<file path="src/include/cam_params.svh">
// camera tracker parameters
// frame size, scaled vga timing, orange thresholds and region splits
`ifndef CAM_PARAMS_SVH
`define CAM_PARAMS_SVH

// scaled frame, also the vga active area
`define CAM_WIDTH  32
`define CAM_HEIGHT 24

// frame buffer, one word per pixel
`define FB_DEPTH  768
`define FB_ADDR_W 10

// porches and sync widths, line of 44 cycles, frame of 30 lines
`define H_FRONT 4
`define H_SYNC  4
`define H_BACK  4
`define V_FRONT 2
`define V_SYNC  2
`define V_BACK  2

// orange rule on 4-bit components
`define ORANGE_R_MIN 12
`define ORANGE_G_MIN 4
`define ORANGE_G_MAX 9
`define ORANGE_B_MAX 4

// column boundaries left | center | right
`define REGION_SPLIT_1 11
`define REGION_SPLIT_2 22

// least orange count for a detection
`define MIN_TARGET_PIXELS 6

`endif

</file>
<file path="src/rtl/cam_pkg.sv">
// camera tracker types
// pixel formats, direction code and the highlight color
package cam_pkg;

  // rgb444 as stored in the frame buffer
  typedef struct packed {
    logic [3:0] red;
    logic [3:0] green;
    logic [3:0] blue;
  } pixel_t;

  // 24-bit color as driven to the dac
  typedef struct packed {
    logic [7:0] red;
    logic [7:0] green;
    logic [7:0] blue;
  } rgb24_t;

  // where the target sits in the frame
  typedef enum logic [1:0] {
    DIR_NONE   = 2'd0,
    DIR_LEFT   = 2'd1,
    DIR_CENTER = 2'd2,
    DIR_RIGHT  = 2'd3
  } dir_t;

  // replaces every matched pixel
  localparam rgb24_t HIGHLIGHT = '{red: 8'hff, green: 8'h80, blue: 8'h00};

endpackage

</file>
<file path="src/rtl/ov7670_capture.sv">
// ov7670 capture
// pairs rgb444 camera bytes into pixels and writes them to the frame buffer
`include "cam_params.svh"

module ov7670_capture (
  input  logic                  clk_25_vga,
  input  logic                  arst_n,
  input  logic                  cam_vsync,
  input  logic                  cam_href,
  input  logic                  cam_byte_valid,
  input  logic [7:0]            cam_data,
  output logic                  wr_en,
  output logic [`FB_ADDR_W-1:0] wr_addr,
  output cam_pkg::pixel_t       wr_pixel
);

  // low = waiting for the red byte
  logic       byte_phase;
  logic [3:0] red_hold;

  // byte only counts inside a line
  logic       byte_take;
  assign byte_take = cam_byte_valid & cam_href;

  always_ff @(posedge clk_25_vga or negedge arst_n) begin
    if (!arst_n) begin
      byte_phase <= 1'b0;
      wr_en      <= 1'b0;
      wr_addr    <= '0;
    end else if (cam_vsync) begin
      // new frame restarts at address 0
      byte_phase <= 1'b0;
      wr_en      <= 1'b0;
      wr_addr    <= '0;
    end else begin
      // advance after the write has been presented
      if (wr_en)
        wr_addr <= wr_addr + 1'b1;
      // writes past the end of the buffer are dropped
      wr_en <= byte_take & byte_phase & (wr_addr < `FB_DEPTH);
      if (byte_take)
        byte_phase <= ~byte_phase;
    end
  end

  // payload, first byte low nibble is red
  always_ff @(posedge clk_25_vga) begin
    if (byte_take && !byte_phase)
      red_hold <= cam_data[3:0];
    if (byte_take && byte_phase)
      wr_pixel <= '{red: red_hold, green: cam_data[7:4], blue: cam_data[3:0]};
  end

  // at most one pixel per byte pair
  a_wr_single : assert property (@(posedge clk_25_vga) disable iff (!arst_n)
    wr_en |=> !wr_en);

endmodule

</file>
<file path="config.mk">
export PLATFORM = sky130hd
export DESIGN_NAME = ov7670_capture
export DESIGN_NICKNAME = d
export VERILOG_FILES = /design/src/rtl/cam_pkg.sv /design/src/rtl/ov7670_capture.sv
export VERILOG_INCLUDE_DIRS = /design/src /design/src/include
export SDC_FILE = /design/constraint.sdc
export NUM_CORES = 1
export LEC_CHECK = 0
export BUFFER_PORTS_ARGS = -buffer_cell sky130_fd_sc_hd__buf_2
export CAP_MARGIN = 20
export CORE_ASPECT_RATIO = 0.75
export CORE_UTILIZATION = 30
export CTS_BUF_LIST = sky130_fd_sc_hd__clkbuf_2 sky130_fd_sc_hd__clkbuf_4 sky130_fd_sc_hd__clkbuf_8
export CTS_CLUSTER_DIAMETER = 60
export DETAILED_ROUTE_END_ITERATION = 8
export PLACE_DENSITY_LB_ADDON = 0.12
export SYNTH_ARGS = -nofsm -noshare
export SYNTH_HDL_FRONTEND = slang
export SYNTH_SLANG_ARGS = --single-unit
</file>
<file path="constraint.sdc">
create_clock -name clk_25_vga -period 1.7 [get_ports clk_25_vga]
set_input_delay 0.34 -clock clk_25_vga [delete_from_list [all_inputs] [get_ports clk_25_vga]]
set_output_delay 0.34 -clock clk_25_vga [all_outputs]
set_load 0.01 [all_outputs]
</file>
Yosys cells after proc, flatten, opt, wreduce, memory -nomap -nowiden
Index checks and enable logic that the tools add are counted. W data, S select, Z words.

Logic and storage cells: 23. Register bits after elaboration: 28. Input bits: 13. Output and inout port bits: 23.

Multiplexer cells: 5. Reduce and logical (&&, ||, !) cells: 5. Magnitude comparators: 1. Add/subtract/negate cells: 1. Bitwise gates (word level): 4.

Operators with widths (count): $mux W10 (2); $add A10 B1 Y10 const B (1); $lt A10 B10 Y1 const B (1); $reduce_bool A2 Y1 (2); $and A1 B1 Y1 (3); $mux W1 (3); $logic_and A1 B1 Y1 (2); $logic_not A1 Y1 (1); $not A1 Y1 (1).

Logic depth before layout (Yosys ltp)
Depth in word-level cells: 4. Mapped depth: 4. Gate-level depth less buffers: 4.

Least setup slack after synthesis
Ideal clock, no wire load.

Kind: register -> register. Start: register wr_en. End: register wr_addr[8]. Library setup time: 78 ps. Arrival time: 1302 ps. Cell stages (with the launch flop): 5. Required time: 1622 ps. Path buffers: 1. Path slack: 320 ps. Period minus slack after synthesis: 1380 ps. Path through: dfrtp_1 -> buf_4 -> o2111ai_4 -> or4_1 -> a21oi_1.

Longest elaborated chain between the ends: 1.

Ends and longest elaborated chain: start, declared (line ov7670_capture.sv:12) `output logic wr_en,`; start signal, assigned (line ov7670_capture.sv:40) `` wr_en <= byte_take & byte_phase & (wr_addr < `FB_DEPTH); ``; $reduce_bool A2 Y1 (no source line); end signal, assigned (line ov7670_capture.sv:38) `wr_addr <= wr_addr + 1'b1;`; end, declared (line ov7670_capture.sv:13) `` output logic [`FB_ADDR_W-1:0] wr_addr, ``.

No other way between the ends. A chain may end at the register's enable or synchronous reset.

Worst setup path after layout
Start: register wr_en. End: register wr_addr[9].

Same word-level chain as after synthesis.

==> qor.txt <==
Detail Route Antenna Nets = 0
Rows = 18
Kind of launch point of the worst setup path = flop
Critical register-to-register path startpoint = wr_en$_DFF_PN0_
Mean Syn Cell Area = 14.8 um^2
Fill count = 321
Share of synthesized area occupied by flip-flops and latches = 0.734
Maximum count of clock buffers along a single path = 2
Synth warn = 0
Total detailed-routing wirelength = 2.03 mm
Post-Syn Nets = 86
Global-route wire length before repair = 3.14 mm
Fraction of the cycle the final worst path needs = 0.862
Die W = 70.8 um
Final hold violation count = 0
Worst min path class = input port to flop
GR met2 Demand/Resource = 0.175
Relative slew slack = 0.761
Post-cts resize count = 0
Post-DP HPWL = 1.45 mm
Power, Total = 1.31 mW
Max-cap violation count = 0
Clock transition at the register clock pins on the worst setup and hold paths after CTS = 100 ps
Max Fclk = 0.683 GHz
Initial core utilization = 0.319
Yosys top cell by area = sky130_fd_sc_hd__edfxtp_1
RSZ-0062 raised after global routing = no
Fin util = 0.412
Final Skew = 5.16 ps
CTS tree = built
Cell depth of the worst flop-to-flop path = 3
Worst-Margin Slew = 357 ps
Setup-violating endpoint count in the final report = 0
End of the worst register-to-register path = wr_addr[9]$_DFFE_PN0P_
Top library cells by usage in the layout, fill and taps aside = 35 x sky130_fd_sc_hd__buf_2, 16 x sky130_fd_sc_hd__edfxtp_1, 12 x sky130_fd_sc_hd__dfrtp_1, 7 x sky130_fd_sc_hd__nor2_1
Worst slack, placed = 261 ps
Setup TNS after final layout = 0 ps
Most common cell after layout, fill and taps aside = sky130_fd_sc_hd__buf_2
Antenna violations before repair = 0
Clock sink count = 28
Max rail drop VDD = 0.391 mV
Post-route cell area = 0.00137 mm^2
Number of detailed-route iterations in the first pass = 6
Iteration-0 DRC Markers = 18
Largest fanout on the critical path = 10
Placed instance area = 0.00129 mm^2
Die footprint = 0.00379 mm^2
Clock buffers created by TritonCTS = 3
Time the worst path needs with I/O delays and setup = 1470 ps
Latest clock arrival within the worst-skew pair = 270 ps
Min Hold Slack = 237 ps
Max-slew violations = 0
Area inside the core boundary = 0.00333 mm^2
Share of the synthesized area in the top cell type = 0.452
Clock root buffer = sky130_fd_sc_hd__clkbuf_8
First element of the critical path = wr_en$_DFF_PN0_
Die height = 53.6 um
Area delta synth->final = 29.2%
Via count of the first global-routing pass = 641
Total grt overflow = 0
N_diodes = 0
Met1 layer usage reported by global route = 0.152
Run status = complete, but fails checks
Power Dens Cells = 951 mW/mm^2
Number of I/O pins = 36
Number of remaining DRC errors = 6
Port Buf Inserts = 35
Crit path setup slack, layout = 235 ps
Worst Hold Endpoint = wr_pixel[5]$_DFFE_PP_
CTS H-tree lvls = 1
Yosys cell types = 20
Data arrival time of the critical path = 1670 ps
Fraction of layout cells with a size suffix above 1 = 0.384
Top post-synthesis cells by area = sky130_fd_sc_hd__edfxtp_1 45%, sky130_fd_sc_hd__dfrtp_1 28%, sky130_fd_sc_hd__xor2_1 3.3%
Routing layer with the top usage in global route = met2
GR met3 Demand/Resource = 0.0468
Register-to-register setup slack = 230 ps
Avg Vias per Cell = 4.64
Tot GR Track Use = 0.115
Leakage power figure = 0.587 nW
Required time of the worst setup path = 1910 ps
Via count of the routed design = 705
Post-synthesis instance area = 0.00106 mm^2
Worst Setup Path Type = flop to flop
Violations in the final reports = design-rule violations
Number of cells traversed by the worst hold path = 1
Pin count of the biggest net entering global routing = 17
Final GP Congestion = 0.759
Total instance count after detailed placement = 147
FF+latch count, synth = 28
Layout Nets = 127
Routed len/inst = 13.4 um
Critical path endpoint category = flop
Final std cells w/o fill = 152
Origin of the worst min-delay path = cam_data[5]
Instance count of the mapped netlist = 72
-- layer usage --
layer	part of all wire	wire length (um)
met1	0.49	990
met2	0.44	896
met3	0.063	128
met4	0.0084	17
met5	0	0
-- what timing repair did --
action | 4_1_cts | 5_1_grt
setup endpoints to repair | 0 | 0
buffers inserted | 0 | 0
hold endpoints to repair | 12 | 0
hold buffers | 1 | 0
-- layout make-up --
type                            instances  area, um^2  share of cell area
Multi-Input combinational cell         42         272               0.198
Sequential cell                        28         781               0.568
Tap cell                               40        50.0              0.0364
Timing Repair Buffer                   38         200               0.146
Clock buffer                            3        41.3              0.0301
Clock inverter                          1        30.0              0.0219
-- logic make-up (layout without fill, tap and decap cells) --
| group | after synthesis | count (layout) | synth area share |
|---|---|---|---|
| muxes | 1 | 1 | 0.00941 |
| and+or+nand+nor | 23 | 23 | 0.109 |
| xor gates and xnor gates | 5 | 5 | 0.0412 |
| AOI/OAI and AO/OA | 12 | 12 | 0.0835 |
| DFF | 28 | 28 | 0.734 |
| buffers and inverters | 2 | 42 | 0.0106 |
| adders and majority gates | 1 | 1 | 0.0118 |
-- cell usage after synthesis --
library cell,number
sky130_fd_sc_hd__or4_1,3
sky130_fd_sc_hd__dfrtp_1,12
sky130_fd_sc_hd__ha_1,1
sky130_fd_sc_hd__clkbuf_1,1
sky130_fd_sc_hd__a21oi_1,6
sky130_fd_sc_hd__buf_4,1
sky130_fd_sc_hd__nand2_1,6
sky130_fd_sc_hd__nor2_1,7
sky130_fd_sc_hd__xnor2_1,1
sky130_fd_sc_hd__and2_1,1
sky130_fd_sc_hd__mux2i_1,1
sky130_fd_sc_hd__xor2_1,4
sky130_fd_sc_hd__nand4_1,3
sky130_fd_sc_hd__o31ai_1,3
sky130_fd_sc_hd__o21ai_0,2
sky130_fd_sc_hd__o2111ai_4,1
sky130_fd_sc_hd__or3_1,1
sky130_fd_sc_hd__and3_1,1
sky130_fd_sc_hd__or3_2,1
sky130_fd_sc_hd__edfxtp_1,16
-- worst max-delay path, cell delays in order, from the launching register on --
cell and delay [ps]:
sky130_fd_sc_hd__dfrtp_1 530, sky130_fd_sc_hd__o2111ai_4 200, sky130_fd_sc_hd__or4_1 510, sky130_fd_sc_hd__a21oi_1 150
-- worst max path at each step --
stage,to,slack (ps),cells after the start
global route,wr_addr[9]$_DFFE_PN0P_,120,3
floorplan,wr_addr[8]$_DFFE_PN0P_,320,4
detailed placement,wr_addr[8]$_DFFE_PN0P_,260,4
finish,wr_addr[9]$_DFFE_PN0P_,230,3
global placement,wr_addr[8]$_DFFE_PN0P_,310,4
CTS,wr_addr[9]$_DFFE_PN0P_,240,3
-- report_power, final --
part	leakage [nW]	switching, mW	internal [mW]
clock network	0.0357	0.201	0.315
registers	0.313	0.00575	0.734
logic	0.238	0.0296	0.0214
total	0.587	0.237	1.07
-- state kept, by name, summed over array words and instances (netlist names) --
register,count
red_hold,4
wr_pixel,12
wr_en,1
wr_addr,10
byte_phase,1
(Power assumes the default switching activity.)
