==> src/include/cam_params.svh <==
// camera tracker parameters
// frame size, scaled vga timing, orange thresholds and region splits
`ifndef CAM_PARAMS_SVH
`define CAM_PARAMS_SVH

// scaled frame, also the vga active area
`define CAM_WIDTH  32
`define CAM_HEIGHT 24

// frame buffer, one word per pixel
`define FB_DEPTH  768
`define FB_ADDR_W 10

// porches and sync widths, line of 44 cycles, frame of 30 lines
`define H_FRONT 4
`define H_SYNC  4
`define H_BACK  4
`define V_FRONT 2
`define V_SYNC  2
`define V_BACK  2

// orange rule on 4-bit components
`define ORANGE_R_MIN 12
`define ORANGE_G_MIN 4
`define ORANGE_G_MAX 9
`define ORANGE_B_MAX 4

// column boundaries left | center | right
`define REGION_SPLIT_1 11
`define REGION_SPLIT_2 22

// least orange count for a detection
`define MIN_TARGET_PIXELS 6

`endif

==> src/rtl/cam_pkg.sv <==
// camera tracker types
// pixel formats, direction code and the highlight color
package cam_pkg;

  // rgb444 as stored in the frame buffer
  typedef struct packed {
    logic [3:0] red;
    logic [3:0] green;
    logic [3:0] blue;
  } pixel_t;

  // 24-bit color as driven to the dac
  typedef struct packed {
    logic [7:0] red;
    logic [7:0] green;
    logic [7:0] blue;
  } rgb24_t;

  // where the target sits in the frame
  typedef enum logic [1:0] {
    DIR_NONE   = 2'd0,
    DIR_LEFT   = 2'd1,
    DIR_CENTER = 2'd2,
    DIR_RIGHT  = 2'd3
  } dir_t;

  // replaces every matched pixel
  localparam rgb24_t HIGHLIGHT = '{red: 8'hff, green: 8'h80, blue: 8'h00};

endpackage

==> src/rtl/target_locator.sv <==
// target locator
// counts orange pixels in left, center and right columns
// reports the winning region once per frame at the start of vsync
`include "cam_params.svh"

module target_locator (
  input  logic          clk_25_vga,
  input  logic          arst_n,
  input  logic          is_target,
  input  logic          active,
  input  logic [4:0]    col,
  input  logic          vsync,
  output cam_pkg::dir_t direction,
  output logic          dir_valid
);

  // a full frame of hits fits in 10 bits
  logic [9:0]  cnt_left;
  logic [9:0]  cnt_center;
  logic [9:0]  cnt_right;
  logic [11:0] total;
  logic        vsync_d;
  logic        frame_end;

  assign total     = cnt_left + cnt_center + cnt_right;
  // sync is active low, so the fall starts the pulse
  assign frame_end = vsync_d & ~vsync;

  always_ff @(posedge clk_25_vga or negedge arst_n) begin
    if (!arst_n) begin
      cnt_left   <= '0;
      cnt_center <= '0;
      cnt_right  <= '0;
      vsync_d    <= 1'b1;
      direction  <= cam_pkg::DIR_NONE;
      dir_valid  <= 1'b0;
    end else begin
      vsync_d   <= vsync;
      dir_valid <= frame_end;
      if (frame_end) begin
        // ties go left, then center
        if (total < `MIN_TARGET_PIXELS)
          direction <= cam_pkg::DIR_NONE;
        else if (cnt_left >= cnt_center && cnt_left >= cnt_right)
          direction <= cam_pkg::DIR_LEFT;
        else if (cnt_center >= cnt_right)
          direction <= cam_pkg::DIR_CENTER;
        else
          direction <= cam_pkg::DIR_RIGHT;
        cnt_left   <= '0;
        cnt_center <= '0;
        cnt_right  <= '0;
      end else if (active && is_target) begin
        if (col < `REGION_SPLIT_1)
          cnt_left <= cnt_left + 1'b1;
        else if (col < `REGION_SPLIT_2)
          cnt_center <= cnt_center + 1'b1;
        else
          cnt_right <= cnt_right + 1'b1;
      end
    end
  end

  // one report per vsync pulse
  a_dir_pulse : assert property (@(posedge clk_25_vga) disable iff (!arst_n)
    dir_valid |=> !dir_valid);

endmodule

==> config.mk <==
export PLATFORM = sky130hd
export DESIGN_NAME = target_locator
export DESIGN_NICKNAME = d
export VERILOG_FILES = /design/src/rtl/cam_pkg.sv /design/src/rtl/target_locator.sv
export VERILOG_INCLUDE_DIRS = /design/src /design/src/include
export SDC_FILE = /design/constraint.sdc
export NUM_CORES = 1
export LEC_CHECK = 0
export BUFFER_PORTS_ARGS = -buffer_cell sky130_fd_sc_hd__buf_2
export CORE_ASPECT_RATIO = 0.8
export CORE_MARGIN = 2
export CORE_UTILIZATION = 65
export CTS_CLUSTER_SIZE = 25
export DETAILED_ROUTE_END_ITERATION = 7
export PLACE_DENSITY = 0.89
export SETUP_SLACK_MARGIN = 0.15
export SLEW_MARGIN = 20
export SYNTH_ARGS = -nofsm -noshare
export SYNTH_HDL_FRONTEND = slang
export SYNTH_SLANG_ARGS = --single-unit
==> constraint.sdc <==
create_clock -name clk_25_vga -period 9.8 [get_ports clk_25_vga]
set_clock_uncertainty 0.2 [all_clocks]
set_input_delay 0.98 -clock clk_25_vga [delete_from_list [all_inputs] [get_ports clk_25_vga]]
set_output_delay 0.98 -clock clk_25_vga [all_outputs]
set_load 0.05 [all_outputs]
---- Yosys cells after proc, flatten, opt, wreduce, memory -nomap -nowiden ----
Cells that the tools add are included.
word-level totals
  output and inout port bits .............. 3
  register bits after elaboration ......... 34
  bits of input ports ..................... 10
  word-level logic and storage cells ...... 43
cells by class
  add/sub/neg operators ................... 5
  reduce and logical (&&, ||, !) cells .... 8
  mux-type cells .......................... 14
  equal/unequal tests ..................... 2
  magnitude comparators ................... 6
  bitwise operators ....................... 2
operators by type and width
  cell                                                          count
  two-way mux 10 bit                                            11
  adder 10 x 1 -> 10 bit (second input constant)                3
  greater-or-equal comparator 10 bit                            3
  adder 11 x 10 -> 12 bit                                       1
  less-than comparator 12 x 3 -> 1 bit (second input constant)  1
  adder 10 x 10 -> 11 bit                                       1
  AND reduction 3 bit                                           2
  nonzero test 2 bit                                            3
  less-than comparator 5 x 4 -> 1 bit (second input constant)   1
  less-than comparator 5 bit (second input constant)            1
  two-way mux 2 bit                                             2
  inequality test 2 bit (second input constant)                 2
  logical AND 1 bit                                             2
  AND reduction 2 bit                                           1
  bitwise AND 1 bit                                             1
  two-way mux 1 bit                                             1
  inverter 1 bit                                                1

---- Logic depth before layout (Yosys ltp) ----
  word-level depth ........................ 5
  depth in mapped cells ................... 12
  depth with buffers taken out ............ 12

---- Worst setup path before layout ----
OpenSTA, ideal clock, no wires.
  path kind ............................... register to register
  start point ............................. register cnt_left[1]
  end point ............................... register direction[1]
  cell stages (with the launch flop) ...... 12
  arrival time ............................ 2792 ps
  required time ........................... 9472 ps
  setup time .............................. 128 ps
  period minus slack after synthesis ...... 3120 ps
  path slack .............................. 6680 ps
  buffers on the path ..................... 0
  cell sequence ........................... dfrtp_1 inv_1 fa_1 inv_1 ha_1 fa_1 a211oi_1 nor2_1 o211ai_1 o221ai_1 nor4_4 nor3_2
on the way
  longest elaborated chain between the ends .. 4
  elaborated cells on any way between the ends .. 8
  those cells by class .................... add/sub: 2; order compare: 3; mux: 2; reduce/logical: 1
ends and longest elaborated chain
  item                                                                                               line                                        source
  start: declaration                                                                                 target_locator.sv:18                        logic [9:0] cnt_left;
  start signal: assignment                                                                           target_locator.sv:55                        cnt_left <= cnt_left + 1'b1;
  adder 10 x 10 -> 11 bit / greater-or-equal comparator 10 bit (equally long branches)               target_locator.sv:25, target_locator.sv:44
  adder 11 x 10 -> 12 bit / logical AND 1 bit (equally long branches)                                target_locator.sv:25, target_locator.sv:44
  less-than comparator 12 x 3 -> 1 bit (no source line) / two-way mux 2 bit (equally long branches)  -
  two-way mux 2 bit *                                                                                target_locator.sv:42                        if (total < `MIN_TARGET_PIXELS)
  end signal: assignment                                                                             target_locator.sv:43                        direction <= cam_pkg::DIR_NONE;
  end signal: assignment                                                                             target_locator.sv:45                        direction <= cam_pkg::DIR_LEFT;
  end signal: assignment                                                                             target_locator.sv:47                        direction <= cam_pkg::DIR_CENTER;
  end: declaration                                                                                   target_locator.sv:13                        output cam_pkg::dir_t direction,
Mark *: on every way between the ends. The rest lies on a longest branch, timed or not.
A chain may end at the register's enable or synchronous reset.

---- Final worst setup path ----
Ends and elaborated chain as after synthesis.

==> results.py <==
metrics = {
    "synth": {
        "synthArstFlopShare": 1.000,
        "synth_top_family_by_area": "adder cells",
        "synth_top_area_frac": 0.2691,
        "synthAdderAreaFrac": 0.2405,
        "muxShareOfSynthArea": 0.006523,
        "synth_top_area_cell": "dfrtp_1",
        "synth_flop_cell": "dfrtp_1",
        "yosysWarnings": 0,
        "syn-num-nets": 393,
        "yosys.area_share.simple": 0.1871,
        "synth_area_sq_mm": 0.003069,
        "ys_seq_elements": 34,
        "synth_xor_area_frac": 0.06849,
        "synth_compound_area_frac": 0.1680,
        "synth-seq-area-share": 0.2776,
        "synthCells": 330,
        "synth_cell_type_count": 55,
        "ys_top_cells_by_area": "dfrtp_1 27%, ha_1 18%, fa_1 6.5%",
        "syn_area_per_cell_sq_um": 9.301,
        "synth_edf_count": 0,
    },
    "sta": {
        "slew_viol_final": 0,
        "rsz0062_at_grt": "no",
        "setup_slack_ns": 6.302,
        "worst_pin_slew_ns": 0.7540,
        "fmax_ghz": 0.2858,
        "fin_setup_tns_ns": 0,
        "finalHoldViolCount": 0,
        "fin_crit_sh": 0.3570,
        "slew_headroom": 0.4973,
        "setup_viol": 0,
        "fin_crit_ns": 3.498,
    },
    "clock_network": {
        "cts.sinks": 34,
        "ctsResizeCount": 0,
        "ctsHoldBuffers": 0,
        "cts_buffer_depth": 2,
        "cts.htree.levels": 2,
        "cts-buffers-inserted": 5,
        "cts.clk_slew.worst_paths_ns": 0.07,
        "cts_tree": "done",
        "root_buffer": "clkbuf_8",
        "clk_latency_ns": 0.30,
        "postCtsSetupRepairBufs": 0,
    },
    "placement": {
        "place_ws_ns": 6.358,
        "port_buffers": 12,
        "dp_hpwl_mm": 5.374,
        "place.gp.congestion": 0.8990,
    },
    "power": {
        "power_switching_uw": 90.74,
        "ir_drop_mv": 0.07220,
        "seq_power_share": 0.484,
        "clkPwrFrac": 0.360,
        "switching_share": 0.2913,
        "power.internal_uw": 220.8,
        "pwr-share-comb": 0.156,
        "p_leak_uw": 0.001565,
        "p_per_area_mw_per_mm2": 95.13,
    },
    "worst_setup_path": {
        "start_kind": "flip-flop",
        "required_ns": 9.78,
        "path_max_fanout": 5,
        "endpoint_kind": "flip-flop",
        "cp.arrival_ns": 3.48,
        "crit_type": "reg2reg",
        "reg2reg_slack_ns": 6.30,
    },
    "cells_and_area": {
        "n_antenna_cell": 0,
        "fill_cells": 366,
        "nets": 407,
        "drive_gt1_frac": 0.1072,
        "area_growth_pct": 6.686,
    },
    "detailed_routing": {
        "dr.first_iter.drc_count": 208,
        "wl_mm": 7.001,
        "drc_errors": 0,
        "routedWlPerCell_um": 17.29,
        "vias": 2482,
        "via_per_inst": 6.128,
        "final_antenna_net_count": 0,
        "drt_pass1_iterations": 5,
    },
    "floorplanning": {
        "rows": 22,
        "die_w_um": 80.83,
        "start_util": 0.6717,
        "ioPinCount": 13,
        "die_height_um": 65.46,
        "coreArea_sq_mm": 0.004569,
        "fp.dieArea_sq_mm": 0.005291,
    },
    "global_routing": {
        "antenna_found_initial": 0,
        "grt_pass1_vias": 2615,
        "grt_use_total": 0.3093,
        "grt_overflow": 0,
        "grt_pass1_wl_mm": 12.38,
        "grt_max_degree": 40,
    },
    "status": {
        "status": "complete, no violations",
    },
    "worst_hold_path": {
        "hp-class": "reg2reg",
    },
    "run": {
        "drv_cap": 0,
    },
}
[cell usage after synthesis, types with 2 or more instances]
library cell	count
o211ai_1	4
o2111ai_1	3
a21o_1	4
and3_1	2
nor4_1	3
nor3_2	2
xnor2_1	19
nor3_1	10
nor2_1	32
or3_1	7
inv_1	34
o211a_1	2
buf_4	2
a211oi_1	6
o21bai_1	2
nand2_1	14
nand3_1	5
nand2b_1	5
fa_1	10
dfrtp_1	33
ha_1	43
o21ai_0	17
nand4_1	7
mux2i_1	2
o21a_1	6
buf_1	3
xor2_1	5
a21oi_1	20
o22ai_1	2
[cell families (layout without fill, tap and decap cells)]
kind of cell	after synthesis	count (layout)
compound gates	76	76
xor+xnor	24	24
fa+ha+maj	53	53
buf+inv	40	55
flops	34	34
mux	2	2
simple gates	101	101
[final timing paths]
kind	startpoint	endpoint	cells past startpoint
worst max-delay path	cnt_left[1]	direction[1]	11
worst min-delay path	direction[0]	direction[0]	2
worst max register to register	cnt_left[1]	direction[1]	11
worst min register to register	direction[0]	direction[0]	2
max in group asynchronous	arst_n	cnt_center[0]	1
min in group asynchronous	arst_n	cnt_right[5]	1
[critical path: stages (launching register included)]
cell and delay [ns]:
dfrtp_1 0.44, inv_1 0.11, fa_1 0.53, inv_1 0.04, ha_1 0.22, fa_1 0.44, a211oi_1 0.38, nor2_1 0.15
o211ai_1 0.21, o221ai_1 0.20, nor4_4 0.35, nor3_2 0.08
[cells in the final DEF, fill, tap and decap left out, drive strengths merged, types with 6 or more instances in the layout]
cell     n
nor2    32
o21ai   17
fa      10
a21oi   20
o21a     6
nand2   14
or3      7
nor3    12
ha      43
dfrtp   33
inv     34
nand4    7
a211oi   6
buf     13
clkbuf   7
xnor2   19
[stage by stage]
step | util | hold slack [ns] | cell area, sq um | total power, uW | cells
floorplan | - | 0.3348 | 3069 | 186.5 | 330
global placement | 0.6966 | 0.3572 | 3183 | 199.6 | 397
detailed placement | 0.6966 | 0.3616 | 3183 | 201.8 | 397
CTS | 0.7166 | 0.3713 | 3274 | 312.4 | 405
global route | 0.7166 | 0.4339 | 3274 | 326.6 | 405
finish | 0.7166 | 0.3701 | 3274 | 311.5 | 405
[state kept, by name, summed over array words and instances, names as in the netlist]
signal	flops
cnt_center	10
direction	2
cnt_right	10
vsync_d	1
cnt_left	10
dir_valid	1
[routing by layer]
layer,wire (um),track usage,up-vias,part of all wire
li1,-,-,1198,-
met1,3085,0.4032,1167,0.44
met2,3198,0.4866,93,0.46
met3,539,0.08104,24,0.077
met4,178,0.1335,0,0.025
met5,0,0,-,0
[power by group through the flow]
stage                     sequential [uW]  combinational (uW)  clock [uW]
after global routing                  151                55.1         120
after detailed placement              153                48.5           0
after CTS                             151                49.1         113
after floorplan                       159                27.8           0
final                                 151                48.7         112
after global placement                153                46.8           0
[final cells by class]
| cell class | instances | area (sq um) | area share |
|---|---|---|---|
| multi-input combinational | 256 | 2061 | 0.6293 |
| sequential | 34 | 852.1 | 0.2602 |
| inverter | 34 | 127.6 | 0.03898 |
| clock buffer | 7 | 86.33 | 0.02637 |
| tap | 60 | 75.07 | 0.02293 |
| timing repair buffer | 13 | 67.56 | 0.02063 |
| clock inverter | 1 | 5.005 | 0.001528 |
Power figures use the tool's default switching activity.
