===== src/include/cam_params.svh =====
// camera tracker parameters
// frame size, scaled vga timing, orange thresholds and region splits
`ifndef CAM_PARAMS_SVH
`define CAM_PARAMS_SVH

// scaled frame, also the vga active area
`define CAM_WIDTH  32
`define CAM_HEIGHT 24

// frame buffer, one word per pixel
`define FB_DEPTH  768
`define FB_ADDR_W 10

// porches and sync widths, line of 44 cycles, frame of 30 lines
`define H_FRONT 4
`define H_SYNC  4
`define H_BACK  4
`define V_FRONT 2
`define V_SYNC  2
`define V_BACK  2

// orange rule on 4-bit components
`define ORANGE_R_MIN 12
`define ORANGE_G_MIN 4
`define ORANGE_G_MAX 9
`define ORANGE_B_MAX 4

// column boundaries left | center | right
`define REGION_SPLIT_1 11
`define REGION_SPLIT_2 22

// least orange count for a detection
`define MIN_TARGET_PIXELS 6

`endif


===== src/rtl/cam_pkg.sv =====
// camera tracker types
// pixel formats, direction code and the highlight color
package cam_pkg;

  // rgb444 as stored in the frame buffer
  typedef struct packed {
    logic [3:0] red;
    logic [3:0] green;
    logic [3:0] blue;
  } pixel_t;

  // 24-bit color as driven to the dac
  typedef struct packed {
    logic [7:0] red;
    logic [7:0] green;
    logic [7:0] blue;
  } rgb24_t;

  // where the target sits in the frame
  typedef enum logic [1:0] {
    DIR_NONE   = 2'd0,
    DIR_LEFT   = 2'd1,
    DIR_CENTER = 2'd2,
    DIR_RIGHT  = 2'd3
  } dir_t;

  // replaces every matched pixel
  localparam rgb24_t HIGHLIGHT = '{red: 8'hff, green: 8'h80, blue: 8'h00};

endpackage


===== src/rtl/target_finder.sv =====
// target finder
// expands rgb444 to 24-bit color and paints orange pixels with the highlight
`include "cam_params.svh"

module target_finder (
  input  logic            clk_25_vga,
  input  logic            arst_n,
  input  cam_pkg::pixel_t pixel_in,
  input  logic            active_in,
  input  logic            hsync_in,
  input  logic            vsync_in,
  input  logic [4:0]      col_in,
  output cam_pkg::rgb24_t rgb_out,
  output logic            is_target,
  output logic            active_out,
  output logic            hsync_out,
  output logic            vsync_out,
  output logic [4:0]      col_out
);

  cam_pkg::rgb24_t expanded;
  logic            match;

  // nibble doubled so 4'hf maps to 8'hff
  assign expanded = '{red:   {pixel_in.red,   pixel_in.red},
                      green: {pixel_in.green, pixel_in.green},
                      blue:  {pixel_in.blue,  pixel_in.blue}};

  // strong red, mid green, little blue
  assign match = active_in &&
                 (pixel_in.red   >= `ORANGE_R_MIN) &&
                 (pixel_in.green >= `ORANGE_G_MIN) &&
                 (pixel_in.green <= `ORANGE_G_MAX) &&
                 (pixel_in.blue  <= `ORANGE_B_MAX);

  always_ff @(posedge clk_25_vga or negedge arst_n) begin
    if (!arst_n) begin
      rgb_out    <= '0;
      is_target  <= 1'b0;
      active_out <= 1'b0;
      hsync_out  <= 1'b1;
      vsync_out  <= 1'b1;
      col_out    <= '0;
    end else begin
      // blanked pixels go out black
      if (!active_in)
        rgb_out <= '0;
      else if (match)
        rgb_out <= cam_pkg::HIGHLIGHT;
      else
        rgb_out <= expanded;
      is_target  <= match;
      active_out <= active_in;
      hsync_out  <= hsync_in;
      vsync_out  <= vsync_in;
      col_out    <= col_in;
    end
  end

endmodule


===== config.mk =====
export PLATFORM = sky130hd
export DESIGN_NAME = target_finder
export DESIGN_NICKNAME = d
export VERILOG_FILES = /design/src/rtl/cam_pkg.sv /design/src/rtl/target_finder.sv
export VERILOG_INCLUDE_DIRS = /design/src /design/src/include
export SDC_FILE = /design/constraint.sdc
export NUM_CORES = 1
export LEC_CHECK = 0
export ABC_AREA = 1
export BUFFER_PORTS_ARGS = -buffer_cell sky130_fd_sc_hd__buf_4
export CORE_MARGIN = 5
export CORE_UTILIZATION = 39
export DETAILED_ROUTE_END_ITERATION = 10
export GPL_TIMING_DRIVEN = 0
export PLACE_DENSITY = 0.76
export REMOVE_ABC_BUFFERS = 1
export SYNTH_ARGS = -nofsm -noshare
export SYNTH_HDL_FRONTEND = slang
export SYNTH_SLANG_ARGS = --single-unit

===== constraint.sdc =====
create_clock -name clk_25_vga -period 0.8 [get_ports clk_25_vga]
set_input_delay 0.16 -clock clk_25_vga [delete_from_list [all_inputs] [get_ports clk_25_vga]]
set_output_delay 0.16 -clock clk_25_vga [all_outputs]
set_load 0.05 [all_outputs]

Yosys cells after proc, flatten, opt, wreduce, memory -nomap -nowiden
Cells that the tools add are included.
Widths: inputs -> output; s select.

storage, ports and cells
  word-level logic and storage cells = 18
  register bits = 33
  input bits = 22
  output and inout bits = 33

cells by class
  muxes and demuxes = 2
  magnitude comparators = 4
  reduce and logical (&&, ||, !) cells = 4

operators with widths
  operator            number
  $mux 24             2
  $ge 4x3->1 const B  1
  $ge 4x4->1 const B  1
  $le 4x3->1 const B  1
  $le 4x4->1 const B  1
  $logic_and 1x1->1   4

Longest topological paths before layout
Gate-level depths: netlist of run 1.

  depth after elaboration = 7
  depth in mapped cells = 7
  depth with buffers taken out = 7

Least setup slack after synthesis of run 1
No wires, ideal clock.

  path kind = flip-flop to output port
  from = reg rgb_out[12] (netlist name)
  to = out rgb_out[12] (netlist name)
  arrival = 0.886 ns
  stages on the path, launching flop included = 2
  buffers on the path = 1
  data required time = 0.640 ns
  path slack = -0.246 ns
  cell sequence = dfrtp_1 -> buf_4

RTL lines
  what                      line                 text
  start: declaration        target_finder.sv:13  output cam_pkg::rgb24_t rgb_out,
  start signal: assignment  target_finder.sv:49  rgb_out <= cam_pkg::HIGHLIGHT;
  start signal: assignment  target_finder.sv:51  rgb_out <= expanded;

No word-level cell between the ends.

Final worst setup path of run 1
  from = reg hsync_out
  to = out hsync_out

RTL lines
  what                      line                 text
  start: declaration        target_finder.sv:16  output logic hsync_out,
  start signal: assignment  target_finder.sv:54  hsync_out <= hsync_in;

No word-level cell between the ends.

==> impl_metrics.ini, run 1 <==
[cts]
cts_made_buffers = 3
htree_levels = 1
cts_root_buf = clkbuf_4
cts_tree = done
clk_pin_slew_ps = 110
max-clock-path-buffers = 2
cts_sinks = 22
postCtsSetupBuffers = 0

[logic_synthesis]
yosysMostFrequentCell = dfrtp_1
netlist_instances = 77
syn_area_per_cell_um2 = 10.6
yosys-top-cells-count = 20 x dfrtp_1, 15 x nand2_1, 12 x buf_4, 12 x nor2_1, 11 x inv_1
synth_flop_cell = dfrtp_1
synth_top_area_cell = dfrtp_1
synth-xor-area-share_pct = 0
synth-async-reset-ratio_pct = 100
synth_adder_area_share_pct = 0
synth_area_leaders = dfrtp_1 61%, buf_4 11%, nand2_1 6.9%
yosysWarnings = 0
synth_edf_count = 0
syn-cell-area_um2 = 815
synthMuxAreaShare_pct = 0
synth-simple-area-share_pct = 14.0
synth_top_area_share_pct = 61.4
synth_compound_area_share_pct = 1.23
synth_top_family_by_area = buffers and inverters
synth_seq_cells = 22
yosysSeqAreaShare_pct = 67.9
synthDistinctLibCells = 10

[finish]
fin_nets = 154
layout-drive-gt1-share_pct = 47.3
synthToLayoutAreaGrowth_pct = 72.0
antenna_cells = 0
design_area_mm2 = 0.00140
final_core_utilization_pct = 70.7

[critical_path]
worstPathRequired_ps = 640
cpPeakStageDelay_ps = 560
crit_family = flip-flops
start_kind = flop
path_class = flop to primary output
worstPathArrival_ps = 1000
endpoint_kind = primary output
cp_max_fo = 1
path_cells = buf_8
crit_buf_inv = 1
crit_slowest_cell = dfstp_2
cp-startpoint = hsync_out

[power]
p_leak_nw = 0.767
ir_drop_mv = 0.945
power_density_mw_per_mm2 = 1740
total_power_w = 0.00244

[detailed_routing]
dr_total_vias = 666
highest_layer = met4
drtIter0Drc = 28
first_pass_iters = 4
wl_met3_um = 204
post-route-drc-count = 0
wl_met2_um = 1180
drtAntennaViolNets = 0
wl_per_cell_um = 15.2
viasPerCell = 4.22
wl_um = 2410
m1WireLength_um = 1010

[die]
coreArea_mm2 = 0.00198
start_util_pct = 41.1
io_pins = 55
core.rowCount = 16
dieHeight_um = 55.7
floorplan.die_area_mm2 = 0.00310
die_w_um = 55.7

[timing]
rsz0062_at_grt = true
worst_slew_margin_rel_pct = 82.5
max_freq_mhz = 865
period_needed_ps = 1160
tightest_slew_ps = 262
finalMaxSlewViolations = 0
finalHoldViolCount = 0
final.period_utilization_pct = 145
setup_viol = 33
layout_setup_ws_ps = -357

[global_route]
grt_start_max_net_pins = 23
grt_pass1_vias = 726
grt_usage_pct = 16.2
grt_pass1_wl_um = 3850
grt_antenna_before_repair = 0
grt_overflow_total = 0

[job]
drv_cap = 0

[placement]
io_buffers = 54
post-place-ws_ps = -116
place_area_mm2 = 0.00116
gp_congestion = 0.732
dpl.hpwl_um = 1410

[min_path]
hold_path_class = primary input to flop
worstHoldStart = pixel_in[3]

[outcome]
status = finished with violations
violations = setup timing
-- path summary, 6_finish.rpt --
path,to,slack [ps],cells after the start
worst max-delay path,hsync_out,-360,1
worst min-delay path,rgb_out[3],40,3
max in group asynchronous,hsync_out,240,2
min in group asynchronous,col_out[3],290,2
-- sequential cells by signal, summed over array words and instances, names as in the netlist --
signal,count
active_out,1
rgb_out,13
vsync_out,1
col_out,5
hsync_out,1
is_target,1
-- repair_timing --
action | in CTS | in global routing
endpoints found under the setup margin | 33 | 33
resized for setup | 35 | 0
pin swaps | 0 | 0
hold endpoints to repair | 29 | 0
hold buffers | 8 | 0
-- layout make-up --
class                      instances  area [um^2]
timing repair buffer              62          617
fill                             115          581
sequential                        22          553
multi-input combinational         31          124
inverter                          12         47.5
tap                               27         33.8
clock buffer                       4         26.3
-- metal layers --
metal	vias up	global-route usage [%]
met5	-	0
met4	0	6.25
met3	2	4.64
met2	40	26.9
met1	307	19.8
li1	317	-
-- cells in the final DEF, fill, tap and decap left out --
| cell type | n |
|---|---|
| nand2_1 | 15 |
| clkbuf_1 | 1 |
| inv_1 | 11 |
| buf_4 | 21 |
| buf_6 | 31 |
| dfrtp_1 | 20 |
| nand2_2 | 1 |
| dlygate4sd3_1 | 8 |
| clkbuf_4 | 3 |
| dfstp_2 | 2 |
| buf_8 | 2 |
| a21oi_1 | 2 |
| nor2_1 | 12 |
| inv_4 | 1 |
| nor2_2 | 1 |
-- metrics by stage --
stage / hold WS [ps] / instances / TNS, ps
finish: 42.4 / 158 / -7920
global placement: 52.9 / 146 / -774
detailed placement: 52.1 / 146 / -970
global route: 40.1 / 158 / -9190
floorplan: -136 / 65 / -5380
CTS: 42.2 / 158 / -7780
-- cells by family (layout without fill, tap and decap cells) --
logic type	count (synthesis)	in the layout
flip-flops	22	22
buffers and inverters	24	78
AND/OR/NAND/NOR	29	29
AO/OA/AOI/OAI	2	2
-- report_power, final --
group / switching, W / total (W) / internal, W
clock: 0.000305 / 0.000499 / 0.000194
combinational: 0.000448 / 0.000728 / 0.000280
sequential: 0.0000442 / 0.00122 / 0.00117
Note: power is estimated with default switching activity, not from simulation.
==> inputs of run 2 (changes only) <==
--- a/config.mk
+++ b/config.mk
@@ -8,7 +8,7 @@
 export LEC_CHECK = 0
 export ABC_AREA = 1
 export BUFFER_PORTS_ARGS = -buffer_cell sky130_fd_sc_hd__buf_4
-export CORE_MARGIN = 5
+export CORE_MARGIN = 4
 export CORE_UTILIZATION = 39
 export DETAILED_ROUTE_END_ITERATION = 10
 export GPL_TIMING_DRIVEN = 0
==> run 2 against run 1 <==
  * The flow still finishes with violations (setup timing)
  * Die area decreased by 7.1%
  * Largest power group unchanged
  * Sequential share of layout area decreased by 0.28 points
  * Critical path type unchanged
  * Utilization increased by 0.50 points
  * Final cell count unchanged
==> impl_metrics.ini, run 2 (synthesis results as in run 1) <==
[placement]
io_buffers = 54
post-place-ws_ps = -103
dpl.hpwl_um = 1350
place_area_mm2 = 0.00116
place_inst = 146
gp_congestion = 0.684

[cts]
cts_tree = done
max-clock-path-buffers = 2
cts_root_buf = clkbuf_4
clk_pin_slew_ps = 110
cts_made_buffers = 3
cts_sinks = 22
postCtsSetupBuffers = 0
htree_levels = 1

[detailed_routing]
first_pass_iters = 4
drtAntennaViolNets = 0
viasPerCell = 4.27
dr_total_vias = 675
wl_um = 2280
wl_per_cell_um = 14.4
drtIter0Drc = 11
post-route-drc-count = 0

[job]
drv_cap = 0

[outcome]
violations = setup timing
status = finished with violations

[timing]
worst_slew_margin_rel_pct = 82.3
tns_ps = -7910
final.period_utilization_pct = 145
finalMaxSlewViolations = 0
tightest_slew_ps = 265
setup_viol = 33
rsz0062_at_grt = true
finalHoldViolCount = 0
max_freq_mhz = 862
layout_setup_ws_ps = -360
period_needed_ps = 1160

[die]
start_util_pct = 41.1
coreArea_mm2 = 0.00198
dieHeight_um = 53.7
floorplan.die_area_mm2 = 0.00288
io_pins = 55
core.rowCount = 16
die_w_um = 53.7

[finish]
antenna_cells = 0
final_core_utilization_pct = 71.2
largest_reg_flops = 13
final_common_cell = buf_6
reg.largest.list = rgb_out (13), col_out (5)
fin_cells = 158
fin_nets = 154
layout-drive-gt1-share_pct = 48.1
design_area_mm2 = 0.00141
final_cell_mix = 31 x buf_6, 21 x buf_4, 20 x dfrtp_1
top_register = rgb_out
synthToLayoutAreaGrowth_pct = 73.3

[critical_path]
crit_buf_inv = 1
crit_family = flip-flops
cp_max_fo = 1
worstPathArrival_ps = 1000
path_cells = buf_8
path_class = flop to primary output
cpPeakStageDelay_ps = 560
cp-startpoint = vsync_out
crit_slowest_cell = dfstp_2
start_kind = flop
endpoint_kind = primary output
setup.worst_path.end = vsync_out
crit_cells = 1
worstPathRequired_ps = 640

[global_route]
grt_antenna_before_repair = 0
grt_pass1_vias = 670
grt_start_max_net_pins = 23
grt_usage_pct = 16.7
grt_overflow_total = 0
grt_pass1_wl_um = 3280

[power]
power_density_mw_per_mm2 = 1790
p_leak_nw = 0.773
ir_drop_mv = 0.912

[min_path]
hold_path_class = primary input to flop
==> run 2: cell counts in the layout (fill, tap and decap cells not counted) <==
No cell type changed its count.
==> run 2: stage by stage <==
step	power, W	hold WS, ps
2_1_floorplan	0.00157	-136
3_3_place_gp	0.00183	53.1
3_5_place_dp	0.00184	55.2
4_1_cts	0.00251	52.7
5_1_grt	0.00263	41.5
6_report	0.00253	53.8
==> run 2: area by class of cell <==
| cell class | instances | area (um^2) |
|---|---|---|
| Clock buffer | 4 | 36.3 |
| Fill cell | 105 | 571 |
| Inverter | 12 | 47.5 |
| Multi-Input combinational cell | 31 | 124 |
| Sequential cell | 22 | 553 |
| Tap cell | 27 | 33.8 |
| Timing Repair Buffer | 62 | 617 |
==> run 2: routing by layer <==
| layer | GRT usage, % | wire length (um) | vias up |
|---|---|---|---|
| li1 | - | - | 318 |
| met1 | 19.3 | 869 | 319 |
| met2 | 29.6 | 1160 | 36 |
| met3 | 4.71 | 238 | 2 |
| met4 | 5.11 | 13 | 0 |
| met5 | 0 | 0 | - |
==> run 2: worst min path at each step <==
| stage | start | end | slack, ps | cells past startpoint |
|---|---|---|---|---|
| finish | pixel_in[10] | rgb_out[22] | 50 | 3 |
| global route | pixel_in[10] | rgb_out[22] | 40 | 3 |
| CTS | pixel_in[10] | rgb_out[22] | 50 | 3 |
| detailed placement | arst_n | col_out[2] | 60 | 1 |
| global placement | arst_n | col_out[2] | 50 | 1 |
| floorplan | arst_n | active_out | -140 | 0 |
==> run 2: what timing repair did <==
action	4_1_cts	5_1_grt
resized for setup	35	0
hold buffers	8	0
setup endpoints to repair	33	33
endpoints found under the hold margin	29	0
==> run 2: power breakdown <==
group | internal [W] | switching (W)
combinational | 0.000280 | 0.000445
clock | 0.000277 | 0.000310
sequential | 0.00117 | 0.0000432
==> inputs of run 3 (changes only) <==
==> constraint.sdc (replaced) <==
create_clock -name clk_25_vga -period 1.3 [get_ports clk_25_vga]
set_input_delay 0.26 -clock clk_25_vga [delete_from_list [all_inputs] [get_ports clk_25_vga]]
set_output_delay 0.26 -clock clk_25_vga [all_outputs]
set_load 0.05 [all_outputs]
==> run 3 against run 2 <==
  * Sequential cell count stayed put
  * Hold slack better by 9.4 ps
  * The run now ends clean
  * Clock power is 40% lower
  * Sequential power is 40% lower
  * Worst setup slack better by 390 ps
  * Final cell count is 4.4% lower
  * Critical endpoint unchanged
  * Cell area is 14% lower
  * Via count is 9.5% lower
  * Count of clock-buffer cells in the layout stayed put
  * Sequential share of layout area is 6.4 points higher
  * Utilization is 10 points lower
==> impl_metrics.ini, run 3 (synthesis results as in run 1) <==
[detailed_routing]
drtIter0Drc = 6
wl_met2_um = 811
dr_total_vias = 611
viasPerCell = 4.05
highest_layer = met4
wl_um = 1680
drtAntennaViolNets = 0
wl_met3_um = 238
post-route-drc-count = 0
m1WireLength_um = 613
first_pass_iters = 3
wl_per_cell_um = 11.1

[job]
drv_cap = 0

[cts]
cts_root_buf = clkbuf_4
cts_made_buffers = 3
clk_pin_slew_ps = 110
cts_tree = done
htree_levels = 1
cts_sinks = 22
max-clock-path-buffers = 2

[die]
die_w_um = 53.7
core.rowCount = 16
coreArea_mm2 = 0.00198
io_pins = 55
start_util_pct = 41.1
dieHeight_um = 53.7
floorplan.die_area_mm2 = 0.00288

[placement]
io_buffers = 54
place_area_mm2 = 0.00116
gp_congestion = 0.684
place_inst = 146
dpl.hpwl_um = 1350

[timing]
max_freq_mhz = 789
tightest_slew_ps = 255
period_needed_ps = 1270
rsz0062_at_grt = false
tns_ps = 0
finalMaxSlewViolations = 0
final.period_utilization_pct = 97.4
setup_viol = 0
worst_slew_margin_rel_pct = 83.0
finalHoldViolCount = 0

[power]
power_density_mw_per_mm2 = 1210
ir_drop_mv = 0.602
total_power_w = 0.00147
p_leak_nw = 0.708

[finish]
final_cell_mix = 53 x buf_4, 20 x dfrtp_1, 15 x nand2_1
antenna_cells = 0
top_register = rgb_out
reg.largest.list = rgb_out (13), col_out (5)
fin_cells = 151
fill_cells = 154
fin_nets = 147
final_core_utilization_pct = 61.2
largest_reg_flops = 13
final_common_cell = buf_4
design_area_mm2 = 0.00121
layout-drive-gt1-share_pct = 50.8
synthToLayoutAreaGrowth_pct = 49.0

[critical_path]
crit_family = flip-flops
path_class = flop to primary output
worstPathRequired_ps = 1040
start_kind = flop
path_cells = buf_4
cp_max_fo = 1
worstPathArrival_ps = 1010
cpPeakStageDelay_ps = 530
crit_slowest_cell = dfstp_2
crit_buf_inv = 1
endpoint_kind = primary output

[global_route]
grt_usage_pct = 11.7
grt_pass1_vias = 569
grt_start_max_net_pins = 23
grt_pass1_wl_um = 2460
grt_antenna_before_repair = 0
grt_overflow_total = 0

[min_path]
holdPathStages = 1
worstHoldStart = hsync_in
hold_path_class = primary input to flop
whs_endpoint = hsync_out

[outcome]
status = finished, final reports clean
==> run 3: worst max-delay path by stage <==
stage | start | to | cells past startpoint
detailed placement | pixel_in[6] | rgb_out[13] | 7
CTS | hsync_out | hsync_out | 1
global placement | pixel_in[6] | rgb_out[13] | 7
finish | vsync_out | vsync_out | 1
floorplan | rgb_out[4] | rgb_out[0] | 0
global route | vsync_out | vsync_out | 1
==> run 3: through the flow <==
step	hold WS, ps	worst slack [ps]
2_1_floorplan	-35.6	157
6_report	63.3	33.2
5_1_grt	41.6	2.01
3_3_place_gp	153	309
3_5_place_dp	155	297
4_1_cts	59.3	24.2
==> run 3: power by group <==
| group | leakage, nW | total, W | switching, W | internal, W |
|---|---|---|---|---|
| registers | 0.272 | 0.000735 | 0.0000147 | 0.000721 |
| clock network | 0.0210 | 0.000350 | 0.000180 | 0.000170 |
| logic | 0.415 | 0.000385 | 0.000261 | 0.000124 |
==> run 3: metal layers <==
metal | vias up | global-route usage [%]
li1 | 305 | -
met1 | 268 | 12.9
met2 | 36 | 20.8
met3 | 2 | 3.05
met4 | 0 | 5.11
met5 | - | 0
==> run 3: timing repair <==
action | in CTS | in global routing
gates resized for setup | 0 | 1
hold buffers | 1 | 0
setup buffers | 0 | 0
endpoints found under the hold margin | 20 | 0
endpoints found under the setup margin | 0 | 1
==> run 3: final cells by class <==
type                    instances  area [um^2]  area share, %
repair buffers                 55          419           34.5
well taps                      27         33.8           2.78
multi-input cells              31          124           10.2
inverters                      12         47.5           3.92
flip-flops and latches         22          553           45.6
clock buffers                   4         36.3           2.99
